===== src/verilog/mmu_defines.svh =====
`ifndef MMU_DEFINES_SVH
`define MMU_DEFINES_SVH

`define TLB_ENTRIES 32
`define TLB_IDXW    5
`define PALEN       32
`define VPPNW       19
`define PPNW        (`PALEN-12)      // 4 KB pages only
`define ASIDW       10

// management op codes
`define OP_SRCH     2'd1
`define OP_RD       2'd2
`define OP_WR       2'd3

`define OPT_FETCH   2'd0
`define OPT_LOAD    2'd1
`define OPT_STORE   2'd2

`define EXC_TLBR    6'h3f
`define EXC_PIL     6'h01
`define EXC_PIS     6'h02
`define EXC_PIF     6'h03
`define EXC_PME     6'h04
`define EXC_PPI     6'h07
`define EXC_ADE     6'h08

`define SUB_ADEF    9'h000
`define SUB_ADEM    9'h001

// valid, subcode, code
`define EXCW        16

`endif


===== src/verilog/mmuPkg.sv =====
`include "mmu_defines.svh"

package mmuPkg;

    typedef struct packed {
        logic [2:0]  seg;               // compared against DMW[31:29]
        logic [28:0] offset;
    } winViewT;

    typedef struct packed {
        logic [`VPPNW-1:0] vppn;
        logic              odd;         // selects odd page half
        logic [11:0]       offset;
    } pageViewT;

    typedef union packed {
        winViewT  win;
        pageViewT page;
    } vaddrT;

endpackage


===== src/verilog/addrTranslate.sv =====
`timescale 1ns/1ns
`include "mmu_defines.svh"

module addrTranslate
    import mmuPkg::*;
(
    input  logic              clk,
    input  logic              rstN,
    input  vaddrT             vaddr,
    input  logic              vaddrValid,
    input  logic [1:0]        opType,
    input  logic              stall0,
    input  logic [8:0]        crmd,
    input  logic [31:0]       dmw0,
    input  logic [31:0]       dmw1,
    input  logic              lkHit,
    input  logic [`PPNW-1:0]  lkPpn,
    input  logic [1:0]        lkPlv,
    input  logic [1:0]        lkMat,
    input  logic              lkD,
    input  logic              lkV,
    output logic              paddrValid,
    output logic [31:0]       paddr,
    output logic [`EXCW-1:0]  excpArg,
    output logic [1:0]        memType
);
    logic [1:0]       plv;
    logic             daMode;
    logic             dmw0Hit;
    logic             dmw1Hit;
    logic [31:0]      paddrNext;
    logic [1:0]       memTypeNext;
    logic [`EXCW-1:0] excpNext;

    function automatic logic windowHit(input logic [31:0] dmw, input logic [1:0] curPlv,
                                       input logic [2:0] seg);
        logic plvOk;
        plvOk = (dmw[0] && curPlv == 2'd0) || (dmw[3] && curPlv == 2'd3);
        return plvOk && (dmw[31:29] == seg);
    endfunction

    assign plv     = crmd[1:0];
    assign daMode  = crmd[4:3] == 2'b01;    // DA=1, PG=0
    assign dmw0Hit = windowHit(dmw0, plv, vaddr.win.seg);
    assign dmw1Hit = windowHit(dmw1, plv, vaddr.win.seg);

    always_comb
    begin
        // faults override only the exception word
        paddrNext   = {lkPpn, vaddr.page.offset};
        memTypeNext = lkMat;
        excpNext    = '0;
        if (daMode)
        begin
            paddrNext   = vaddr;
            memTypeNext = (opType == `OPT_FETCH) ? crmd[6:5] : crmd[8:7];
        end
        else if (dmw0Hit)
        begin
            paddrNext   = {dmw0[27:25], vaddr.win.offset};
            memTypeNext = dmw0[5:4];
        end
        else if (dmw1Hit)
        begin
            paddrNext   = {dmw1[27:25], vaddr.win.offset};
            memTypeNext = dmw1[5:4];
        end
        else if (plv != 2'd0 && vaddr.win.seg[2])
            excpNext = {vaddrValid, (opType == `OPT_FETCH) ? `SUB_ADEF : `SUB_ADEM, `EXC_ADE};
        else if (!lkHit)
            excpNext = {vaddrValid, 9'h0, `EXC_TLBR};
        else if (!lkV)
        begin
            case (opType)
                `OPT_FETCH: excpNext = {vaddrValid, 9'h0, `EXC_PIF};
                `OPT_LOAD:  excpNext = {vaddrValid, 9'h0, `EXC_PIL};
                default:    excpNext = {vaddrValid, 9'h0, `EXC_PIS};
            endcase
        end
        else if (plv > lkPlv)
            excpNext = {vaddrValid, 9'h0, `EXC_PPI};
        else if (opType == `OPT_STORE && !lkD)
            excpNext = {vaddrValid, 9'h0, `EXC_PME};    // clean page store
    end

    always_ff @(posedge clk or negedge rstN)
    begin
        if (!rstN)
        begin
            paddrValid <= 1'b0;
            paddr      <= '0;
            excpArg    <= '0;
            memType    <= '0;
        end
        else if (!stall0)
        begin
            paddrValid <= vaddrValid;
            paddr      <= paddrNext;
            excpArg    <= excpNext;
            memType    <= memTypeNext;
        end
    end

    opTypeLegal: assert property (@(posedge clk) disable iff (!rstN)
        vaddrValid |-> opType != 2'd3)
        else $error("addrTranslate: illegal opType with valid address");

endmodule


===== config.mk =====
export PLATFORM = sky130hd
export DESIGN_NAME = addrTranslate
export DESIGN_NICKNAME = d
export VERILOG_FILES = /design/src/verilog/mmuPkg.sv /design/src/verilog/addrTranslate.sv
export VERILOG_INCLUDE_DIRS = /design/src /design/src/verilog
export SDC_FILE = /design/constraint.sdc
export NUM_CORES = 1
export LEC_CHECK = 0
export ABC_CLOCK_PERIOD_IN_PS = 1000
export BUFFER_PORTS_ARGS = -buffer_cell sky130_fd_sc_hd__buf_2
export CORE_UTILIZATION = 39
export CTS_CLUSTER_SIZE = 14
export DETAILED_ROUTE_END_ITERATION = 12
export GPL_ROUTABILITY_DRIVEN = 0
export PLACE_DENSITY = 0.81
export REMOVE_ABC_BUFFERS = 1
export SYNTH_ARGS = -nofsm -noshare
export SYNTH_HDL_FRONTEND = slang
export SYNTH_SLANG_ARGS = --single-unit
export TNS_END_PERCENT = 10

===== constraint.sdc =====
create_clock -name clk -period 1 [get_ports clk]
set_clock_uncertainty 0.1 [all_clocks]
set_input_delay 0 -clock clk [delete_from_list [all_inputs] [get_ports clk]]
set_output_delay 0 -clock clk [all_outputs]
set_load 0.02 [all_outputs]

**Word level (Yosys, flattened, before mapping)**

Index checks and enable logic that the tools add are counted.

- Register bits: 51
- Logic and storage cells: 42

- $lt $le $gt $ge: 1
- Equal/unequal tests: 6
- Muxes and demuxes: 17
- Reduce and logical (&&, ||, !) cells: 14

Operators by type and width:

| cell | count |
|---|---|
| 16-bit 2-to-1 mux | 8 |
| 32-bit 2-to-1 mux | 3 |
| 1-bit logical AND | 8 |
| 2-bit 2-to-1 mux | 4 |
| 3-bit == test | 2 |
| 2-bit by 1-bit == test with 1-bit output (second input constant) | 2 |
| 2-bit == test (second input constant) | 2 |
| 2-bit logical NOT | 2 |
| 2-bit one-hot mux with 2 select lines | 1 |
| 2-bit > comparator | 1 |
| 1-bit logical OR | 2 |
| 2-bit nonzero test | 1 |
| 1-bit logical NOT | 1 |
| 1-bit 2-to-1 mux | 1 |

**Longest topological paths before layout**

Gate-level depths: netlist of the first run.

- Word-level depth: 10
- Gate-level depth with buffers: 7

**Worst setup path after synthesis of the first run**

Ideal clock, no wire load.

- Path type: input to register
- Start: input port crmd[0]
- End: register paddr[29]
- Data arrival time: 1511 ps
- Data required time: 775 ps
- Slack: -736 ps
- Stages on the path: 5
- Buffers on the path: 0
- Cells stage by stage: or3b_4 -> a2111oi_4 -> mux2i_1 -> o221ai_1 -> mux2_2

- Cells in the longest elaborated chain, start to end: 7

RTL lines:

| element | RTL line | RTL |
|---|---|---|
| from (decl) | addrTranslate.sv:13 | `input logic [8:0] crmd,` |
| 2-bit == test or 2-bit logical NOT (tied branches) | addrTranslate.sv:38 | `plvOk = (dmw[0] && curPlv == 2'd0) \|\| (dmw[3] && curPlv == 2'd3);` |
| 1-bit logical AND | addrTranslate.sv:38 |  |
| 1-bit logical OR | addrTranslate.sv:38 |  |
| 1-bit logical AND | addrTranslate.sv:39 | `return plvOk && (dmw[31:29] == seg);` |
| 32-bit 2-to-1 mux | addrTranslate.sv:63 | `else if (dmw1Hit)` |
| 32-bit 2-to-1 mux (*) | addrTranslate.sv:58 | `else if (dmw0Hit)` |
| 32-bit 2-to-1 mux (*) | addrTranslate.sv:53 | `if (daMode)` |
| to (signal assigned) | addrTranslate.sv:98 | `paddr <= paddrNext;` |
| to (decl) | addrTranslate.sv:23 | `output logic [31:0] paddr,` |

Every way passes the cells marked *; elsewhere a longest branch is shown, timed or not.
A chain may end at the register's enable or synchronous reset.

**Worst setup path in the final report of the first run**

Ends and elaborated chain as after synthesis.

==> flow_metrics.py, run 1 <==
metrics = {
    "route": {
        "via_count": 2509,
        "routed_wl_um": 7560,
        "drtPass1Iterations": 4,
        "final_antenna_net_count": 0,
        "initialDrtViolationCount": 87,
        "routed_via_density": 5.038,
        "drc": 0,
        "wire_per_inst_um": 15.18,
    },
    "layout": {
        "layout_common_cells": "buf_2, dlygate4sd3_1, dfrtp_1, nand2_1, a21oi_1",
        "postLayoutCoreUtil_pct": 69.19,
        "final_common_cell": "buf_2",
        "nets": 565,
        "syn_to_final_growth_pct": 70.21,
        "drive_above_1_share_pct": 45.77,
        "n_antenna_cell": 0,
    },
    "logic_synthesis": {
        "synth_area_leaders": "dfrtp_1, a21oi_1, mux2_2, nand2_1, nor2b_1",
        "netlist_instances": 226,
        "ys_types": 34,
        "synth-seq-cells": 42,
        "yosysSeqAreaShare_pct": 46.95,
        "synth_top_area_share_pct": 46.95,
        "synth_area_sq_um": 2238,
        "synthesis.area_per_instance_sq_um": 9.904,
        "yosysTopAreaCell": "dfrtp_1",
        "ys_warn_count": 0,
    },
    "run_status": {
        "status": "finished with violations",
        "violations": "hold timing, setup timing",
    },
    "place": {
        "port_buffers": 135,
        "hpwl_um": 4313,
    },
    "timing": {
        "maxSlewViolCount": 0,
        "setup-tns-final_ps": -11840,
        "setup_violations": 29,
        "post-route-min-period_ps": 1519,
        "min_period_over_period_pct": 151.9,
        "rsz0062_at_grt": "true",
        "hold_ws_ps": -21.56,
        "fmax_mhz": 658.2,
        "setup_ws_ps": -519.2,
        "hold_viol": 1,
    },
    "grt": {
        "grt_pass1_wl_um": 11370,
        "grt.overflow.total": 0,
        "grt_pass1_vias": 2353,
        "grt_max_degree": 50,
        "antenna_found_initial": 0,
        "grt_usage_pct": 24.24,
    },
    "run": {
        "drv_cap": 0,
    },
    "power_and_ir_drop": {
        "p_total_w": 0.004937,
        "cellPowerDensity_nw_per_um2": 1296,
        "ir_drop_uv": 665.8,
        "power.leakage_nw": 1.834,
    },
    "critical_path": {
        "crit_required_ps": 1090,
        "crit_arrival_ps": 1600,
        "crit_fanout": 7,
        "path_class": "input port to register",
        "start_kind": "input port",
        "worst-r2r-cell-count": 1,
        "endpoint_kind": "register",
    },
    "clock_tree": {
        "cts_made_buffers": 5,
        "cts_sinks": 42,
        "cts_max_level": 2,
        "cts_setup_buffers": 0,
        "clockBufferDepth": 2,
        "cts_tree": "yes",
        "path_clk_slew_ps": 80,
        "root_buffer": "clkbuf_8",
        "clkLatencyLatePin_ps": 290,
    },
    "worst_hold_path": {
        "min_path_cells": 4,
        "min_path_type": "input port to register",
    },
    "floorplan": {
        "core_area_sq_um": 5507,
        "die_w_um": 77.76,
        "dieArea_sq_um": 6047,
        "ios": 189,
        "die_y_um": 77.76,
        "start_util_pct": 40.65,
        "rows": 27,
    },
}
## through the flow
| step | setup slack (ps) | instances | cell area (sq um) |
|---|---|---|---|
| floorplan | -1232 | 213 | 2130 |
| global placement | -814.1 | 438 | 3085 |
| detailed placement | -875.6 | 438 | 3085 |
| CTS | -529.4 | 498 | 3762 |
| global route | -581.1 | 498 | 3810 |
| finish | -519.2 | 498 | 3810 |
## cell usage after synthesis, drive strengths merged
cell type	n
a2111oi	1
a211o	1
a211oi	1
a21boi	1
a21o	1
a21oi	37
a22o	1
buf	16
clkbuf	4
conb	1
dfrtp	42
ha	2
inv	4
mux2	16
mux2i	7
nand2	34
nand2b	4
nand3	3
nor2	4
nor2b	19
nor3	1
o211ai	1
o21ai	5
o221ai	3
o22ai	2
o31a	2
o31ai	5
o41ai	1
or3b	1
xor2	6
## critical path, stage by stage
cell,delay (ps)
buf_6,90
or3b_4,400
a2111oi_4,310
buf_6,190
mux2i_1,190
o221ai_1,140
mux2_4,270
## path summary, 6_finish.rpt
kind,startpoint,end,slack [ps]
max,crmd[0],paddr[29]$_DFFE_PN0N_,-520
min,lkMat[1],memType[1]$_DFFE_PN0N_,-20
max reg2reg,paddr[0]$_DFFE_PN0N_,paddr[0]$_DFFE_PN0N_,90
min reg2reg,excpArg[1]$_DFFE_PN0N_,excpArg[1]$_DFFE_PN0N_,390
max in group asynchronous,rstN,paddr[10]$_DFFE_PN0N_,280
min in group asynchronous,rstN,memType[1]$_DFFE_PN0N_,60
## metal layers
layer  vias to the layer above  GRT usage, %  share of wire (%)
li1                       1171             -                  -
met1                      1195         26.95                 38
met2                       133         46.11                 54
met3                        10         5.529                7.1
met4                         0         5.849               0.97
met5                         -             0                  0
## cell families (layout without fill, tap and decap cells)
family | Yosys count | in the layout | share of synthesized area, %
other | 1 | 8 | 0.1675
buffers and inverters | 24 | 217 | 6.707
AOI/OAI and AO/OA | 62 | 62 | 17.33
adders and majority gates | 2 | 2 | 1.118
DFF | 42 | 42 | 46.95
and+or+nand+nor | 66 | 66 | 14.20
xor gates and xnor gates | 6 | 6 | 2.348
muxes | 23 | 23 | 11.18
## power breakdown
part,switching [W],internal [W],total [W],leakage [nW]
Clock,0.000608,0.000749,0.00136,0.0585
Sequential,0.000109,0.00189,0.00200,0.493
Combinational,0.000847,0.000730,0.00158,1.28
Total,0.00156,0.00337,0.00494,1.83
## flip-flops by register name, summed over array words and instances (netlist names)
name	flops
excpArg	7
paddr	32
memType	2
paddrValid	1
## layout make-up
| class | count | area [sq um] |
|---|---|---|
| timing repair buffer | 205 | 1398 |
| tap | 72 | 90.09 |
| clock inverter | 3 | 43.79 |
| multi-input combinational | 167 | 1144 |
| inverter | 4 | 15.01 |
| fill | 389 | 1697 |
| sequential | 42 | 1051 |
| clock buffer | 5 | 68.82 |
## what timing repair did
| action | 4_1_cts | 5_1_grt |
|---|---|---|
| pin swaps | 3 | 2 |
| gates cloned | 0 | 0 |
| hold endpoints to repair | 78 | 0 |
| gates resized for setup | 11 | 11 |
| hold buffers | 52 | 0 |
| setup endpoints to repair | 29 | 30 |
Note: power is estimated with default switching activity, not from simulation.
==> run 2, diff against run 1 <==
Settings changed: BUFFER_PORTS_ARGS -buffer_cell sky130_fd_sc_hd__buf_2 to -buffer_cell sky130_fd_sc_hd__clkbuf_2, PLACE_DENSITY 0.81 to 0.93.
==> run 2 against run 1 <==
Against the previous run:
- the flow still finishes with violations (hold timing, setup timing)
- critical path depth stayed put
- count of clock-buffer cells in the layout is 1 higher
- power is 4.8% lower
- wire length is 0.28% lower
- largest cell class unchanged
==> flow_metrics.py, run 2 (synthesis results as in run 1) <==
metrics = {
    "layout": {
        "n_antenna_cell": 0,
        "layout_common_cells": "clkbuf_2, dlygate4sd3_1, dfrtp_1, nand2_1, a21oi_1",
        "largest_registers": "paddr x32, excpArg x7, memType x2",
        "final_common_cell": "clkbuf_2",
        "largest-register": "paddr",
        "seqCellArea_sq_um": 1051,
        "design_area_sq_um": 3792,
        "multi_input_area_sq_um": 1142,
        "nets": 564,
        "largest_reg_flops": 32,
        "drive_above_1_share_pct": 45.65,
        "syn_to_final_growth_pct": 69.42,
        "fillCellCount": 392,
    },
    "timing": {
        "maxSlewViolCount": 0,
        "min_period_over_period_pct": 153.4,
        "hold_viol": 1,
        "rsz0062_at_grt": "true",
        "fmax_mhz": 651.7,
        "setup_violations": 29,
        "setup_ws_ps": -534.4,
        "hold_ws_ps": -10.60,
        "post-route-min-period_ps": 1534,
    },
    "power_and_ir_drop": {
        "p_seq_share_pct": 42.8,
        "internal_power_w": 0.003172,
        "switching_share_pct": 32.50,
        "p_total_w": 0.004699,
        "p_switching_w": 0.001527,
        "power.leakage_nw": 1.845,
        "cellPowerDensity_nw_per_um2": 1239,
        "pwr-share-clk_pct": 23.8,
        "ir_drop_uv": 601.4,
        "combPwrFrac_pct": 33.4,
    },
    "critical_path": {
        "crit_chain": "buf_6 > or3b_4 > a2111oi_4 > buf_6 > mux2i_1 > o221ai_1 > mux2_4",
        "crit_fanout": 7,
        "path_class": "input port to register",
        "path_common_cell": "buf_6",
        "worst-r2r-cell-count": 1,
        "r2r-end": "paddr[6]$_DFFE_PN0N_",
        "slowest_stage": "or3b_4",
        "max_stage_delay_ps": 390,
        "cp_num_buf_inv": 2,
        "crit_required_ps": 1080,
        "endpoint_kind": "register",
        "crit_arrival_ps": 1610,
        "start_kind": "input port",
        "cp_top_family": "multiplexers",
        "worstReg2RegStart": "paddr[6]$_DFFE_PN0N_",
        "regToRegSetupSlack_ps": 100,
    },
    "route": {
        "final_antenna_net_count": 0,
        "routed_via_density": 4.936,
        "wire_per_inst_um": 15.17,
        "drtPass1Iterations": 4,
        "initialDrtViolationCount": 114,
        "drc": 0,
        "via_count": 2453,
        "routed_wl_um": 7539,
    },
    "grt": {
        "grt_pass1_wl_um": 11630,
        "grt.overflow.total": 0,
        "grt_usage_pct": 24.81,
        "antenna_found_initial": 0,
        "grt_pass1_vias": 2422,
        "grt_max_degree": 43,
    },
    "place": {
        "port_buffers": 135,
        "hpwl_um": 4547,
        "postPlaceCellArea_sq_um": 3075,
        "place_ws_ps": -853.1,
    },
    "run_status": {
        "violations": "hold timing, setup timing",
        "status": "finished with violations",
    },
    "floorplan": {
        "rows": 27,
        "die_w_um": 77.76,
        "start_util_pct": 40.65,
        "core_area_sq_um": 5507,
        "dieArea_sq_um": 6047,
        "ios": 189,
        "die_y_um": 77.76,
    },
    "clock_tree": {
        "cts_sinks": 42,
        "root_buffer": "clkbuf_8",
        "cts_made_buffers": 5,
        "cts_max_level": 2,
        "cts_tree": "yes",
        "path_clk_slew_ps": 80,
        "clkLatencyLatePin_ps": 280,
        "clockBufferDepth": 2,
    },
    "worst_hold_path": {
        "min_path_type": "input port to register",
        "worstHoldStart": "dmw1[5]",
        "min_path_cells": 4,
        "min_to": "memType[1]$_DFFE_PN0N_",
    },
    "run": {
        "drv_cap": 0,
    },
}
-- run 2: power groups by stage --
| stage | Clock, W | Sequential (W) | Combinational [W] |
|---|---|---|---|
| 6_report | 0.00112 | 0.00201 | 0.00157 |
| 5_1_grt | 0.00122 | 0.00203 | 0.00169 |
| 4_1_cts | 0.00117 | 0.00200 | 0.00151 |
| 3_5_place_dp | 0 | 0.00203 | 0.00132 |
| 3_3_place_gp | 0 | 0.00202 | 0.00129 |
| 2_1_floorplan | 0 | 0.00228 | 0.000411 |
-- run 2: worst max-delay path by stage --
stage                                        end  depth (start not counted)      from  slack [ps]
after global routing       paddr[31]$_DFFE_PN0N_                          7   crmd[0]        -620
final                      paddr[31]$_DFFE_PN0N_                          7   crmd[0]        -530
after CTS                  paddr[29]$_DFFE_PN0N_                          7   crmd[0]        -510
after floorplan           excpArg[0]$_DFFE_PN0N_                          5  dmw1[29]       -1230
after detailed placement   paddr[29]$_DFFE_PN0N_                          7   crmd[0]        -850
after global placement     paddr[31]$_DFFE_PN0N_                          7   crmd[0]        -780
-- run 2: worst min-delay path: cells and delay by family --
kind	cells	cell delay [ps]
AO/OA/AOI/OAI	1	130
buffers and inverters	1	70
AND/OR/NAND/NOR	1	80
multiplexers	1	60
-- run 2: per-stage QoR --
step	std cells	TNS, ps	util (%)
after detailed placement	435	-21030	55.85
final	497	-11400	68.87
after global placement	435	-20130	55.85
after CTS	496	-10930	67.83
after global routing	497	-13120	68.87
after floorplan	213	-28160	-
-- run 2: routing by layer --
metal | vias to the layer above | track usage, % | part of all wire (%)
met4 | 0 | 8.679 | 2.1
met1 | 1153 | 25.71 | 36
li1 | 1162 | - | -
met3 | 21 | 5.529 | 7.2
met5 | - | 0 | 0
met2 | 117 | 48.23 | 54
-- run 2: timing repair --
action	4_1_cts	5_1_grt
hold buffers	53	0
buffers inserted	0	1
pin swaps	4	1
setup endpoints to repair	29	29
gates resized for setup	10	12
gates cloned	0	0
hold endpoints to repair	79	0
-- run 2: area by class of cell --
cell class              count  share of cell area [%]
inverters                   4                  0.3959
clock inverters             2                  0.3299
repair buffers            204                   36.89
well taps                  72                   2.375
multi-input cells         167                   30.12
flip-flops and latches     42                   27.71
clock buffers               6                   2.177
==> run 3, diff against run 2 <==
Settings changed: CAP_MARGIN from default to 20, CORE_MARGIN from default to 4.
==> run 3 against run 2 <==
Against the previous run:
- the run still ends with hold timing, setup timing left
- cell count rose by 1.0%
- critical path depth did not move
- combinational power rose by 4%
- utilization rose by 1.7 points
- count of clock-buffer cells in the layout fell by 1
- sequential cell count did not move
==> flow_metrics.py, run 3 (synthesis results as in run 1) <==
metrics = {
    "floorplan": {
        "rows": 27,
        "core_area_sq_um": 5540,
        "dieArea_sq_um": 7016,
        "start_util_pct": 40.40,
        "die_w_um": 83.76,
        "die_y_um": 83.76,
        "ios": 189,
    },
    "layout": {
        "nets": 569,
        "drive_above_1_share_pct": 47.44,
        "syn_to_final_growth_pct": 74.62,
        "design_area_sq_um": 3909,
        "largest_reg_flops": 32,
        "layout_common_cells": "clkbuf_2, dlygate4sd3_1, dfrtp_1, nand2_1, a21oi_1",
        "largest-register": "paddr",
        "final_common_cell": "clkbuf_2",
        "largest_registers": "paddr x32, excpArg x7, memType x2",
        "n_antenna_cell": 0,
    },
    "timing": {
        "fmax_mhz": 629.6,
        "min_period_over_period_pct": 158.8,
        "setup-tns-final_ps": -14100,
        "maxSlewViolCount": 0,
        "setup_ws_ps": -588.4,
        "post-route-min-period_ps": 1588,
        "rsz0062_at_grt": "true",
        "hold_viol": 1,
        "hold_ws_ps": -4.047,
        "setup_violations": 29,
    },
    "clock_tree": {
        "path_clk_slew_ps": 80,
        "clockBufferDepth": 2,
        "cts_tree": "yes",
        "cts_sinks": 42,
        "cts_made_buffers": 5,
        "cts_max_level": 2,
        "clkLatencyLatePin_ps": 290,
        "root_buffer": "clkbuf_8",
    },
    "worst_hold_path": {
        "min_path_type": "input port to register",
    },
    "run_status": {
        "violations": "hold timing, setup timing",
        "status": "finished with violations",
    },
    "power_and_ir_drop": {
        "ir_drop_uv": 720.0,
        "power.leakage_nw": 1.898,
        "p_total_w": 0.005251,
        "cellPowerDensity_nw_per_um2": 1343,
    },
    "run": {
        "drv_cap": 0,
    },
    "grt": {
        "antenna_found_initial": 0,
        "grt_pass1_vias": 2704,
        "grt.overflow.total": 0,
        "grt_max_degree": 43,
        "grt_pass1_wl_um": 13150,
        "grt_usage_pct": 23.04,
    },
    "place": {
        "hpwl_um": 4899,
        "postPlaceCellArea_sq_um": 3098,
        "port_buffers": 135,
        "place_ws_ps": -937.6,
    },
    "critical_path": {
        "start_kind": "input port",
        "worst-r2r-cell-count": 1,
        "path_class": "input port to register",
        "r2r-end": "paddr[11]$_DFFE_PN0N_",
        "regToRegSetupSlack_ps": 100,
        "crit_fanout": 5,
        "worstReg2RegStart": "paddr[11]$_DFFE_PN0N_",
        "endpoint": "paddr[31]$_DFFE_PN0N_",
        "crit_arrival_ps": 1670,
        "crit_required_ps": 1080,
        "endpoint_kind": "register",
        "startpoint": "crmd[0]",
    },
    "route": {
        "routed_wl_um": 8252,
        "final_antenna_net_count": 0,
        "drtPass1Iterations": 4,
        "via_count": 2518,
        "routed_via_density": 5.016,
        "wire_per_inst_um": 16.44,
        "initialDrtViolationCount": 67,
        "drc": 0,
    },
}
## run 3: changes by cell type in the layout (fill, tap and decap cells not counted), moves of 3 or more
cell,change
a21oi_2,+3
a21oi_1,-3
buf_4,+5
o31ai_1,-3
o31ai_2,+3
## run 3: where the power goes
group / internal, W / total, W / switching [W]
Combinational: 0.000748 / 0.00164 / 0.000888
Clock: 0.00100 / 0.00160 / 0.000602
Sequential: 0.00189 / 0.00201 / 0.000119
## run 3: timing repair
action | in CTS | in global routing
endpoints found under the setup margin | 29 | 32
gates resized for setup | 6 | 25
pin swaps | 2 | 1
endpoints found under the hold margin | 80 | 0
hold buffers | 53 | 0
buffers inserted | 2 | 1
## run 3: worst min path at each step
stage	slack (ps)	start	endpoint	cells past startpoint
4_1_cts	-10	lkMat[0]	memType[0]$_DFFE_PN0N_	4
2_1_floorplan	-400	rstN	excpArg[0]$_DFFE_PN0N_	0
3_5_place_dp	-100	rstN	paddr[11]$_DFFE_PN0N_	2
3_3_place_gp	-110	rstN	paddr[11]$_DFFE_PN0N_	2
5_1_grt	9	lkMat[0]	memType[0]$_DFFE_PN0N_	4
6_report	-4	lkMat[0]	memType[0]$_DFFE_PN0N_	4
## run 3: metrics by stage
step / hold slack (ps) / std cells / util (%)
floorplan: -395.6 / 213 / -
global placement: -106.9 / 438 / 55.92
detailed placement: -98.38 / 438 / 55.92
CTS: -11.27 / 501 / 68.68
global route: 9.494 / 502 / 70.55
finish: -4.047 / 502 / 70.55
## run 3: critical path: stages
cell	delay [ps]
buf_8	100
or3b_4	400
a2111oi_4	310
buf_6	170
mux2i_1	240
o221ai_1	170
mux2_2	280
## run 3: metal layers
| metal | GRT usage, % | routed length [um] | vias to the layer above |
|---|---|---|---|
| met1 | 25.09 | 3212 | 1177 |
| met4 | 9.942 | 227 | 0 |
| li1 | - | - | 1170 |
| met5 | 0 | 0 | - |
| met3 | 7.502 | 736 | 20 |
| met2 | 40.71 | 4076 | 151 |
## run 3: cell type report
class                   instances  area [sq um]
flip-flops and latches         42          1051
well taps                      72         90.09
repair buffers                209          1440
fillers                       394          1632
clock buffers                   5         68.82
multi-input cells             167          1175
clock inverters                 3         68.82
inverters                       4         15.01
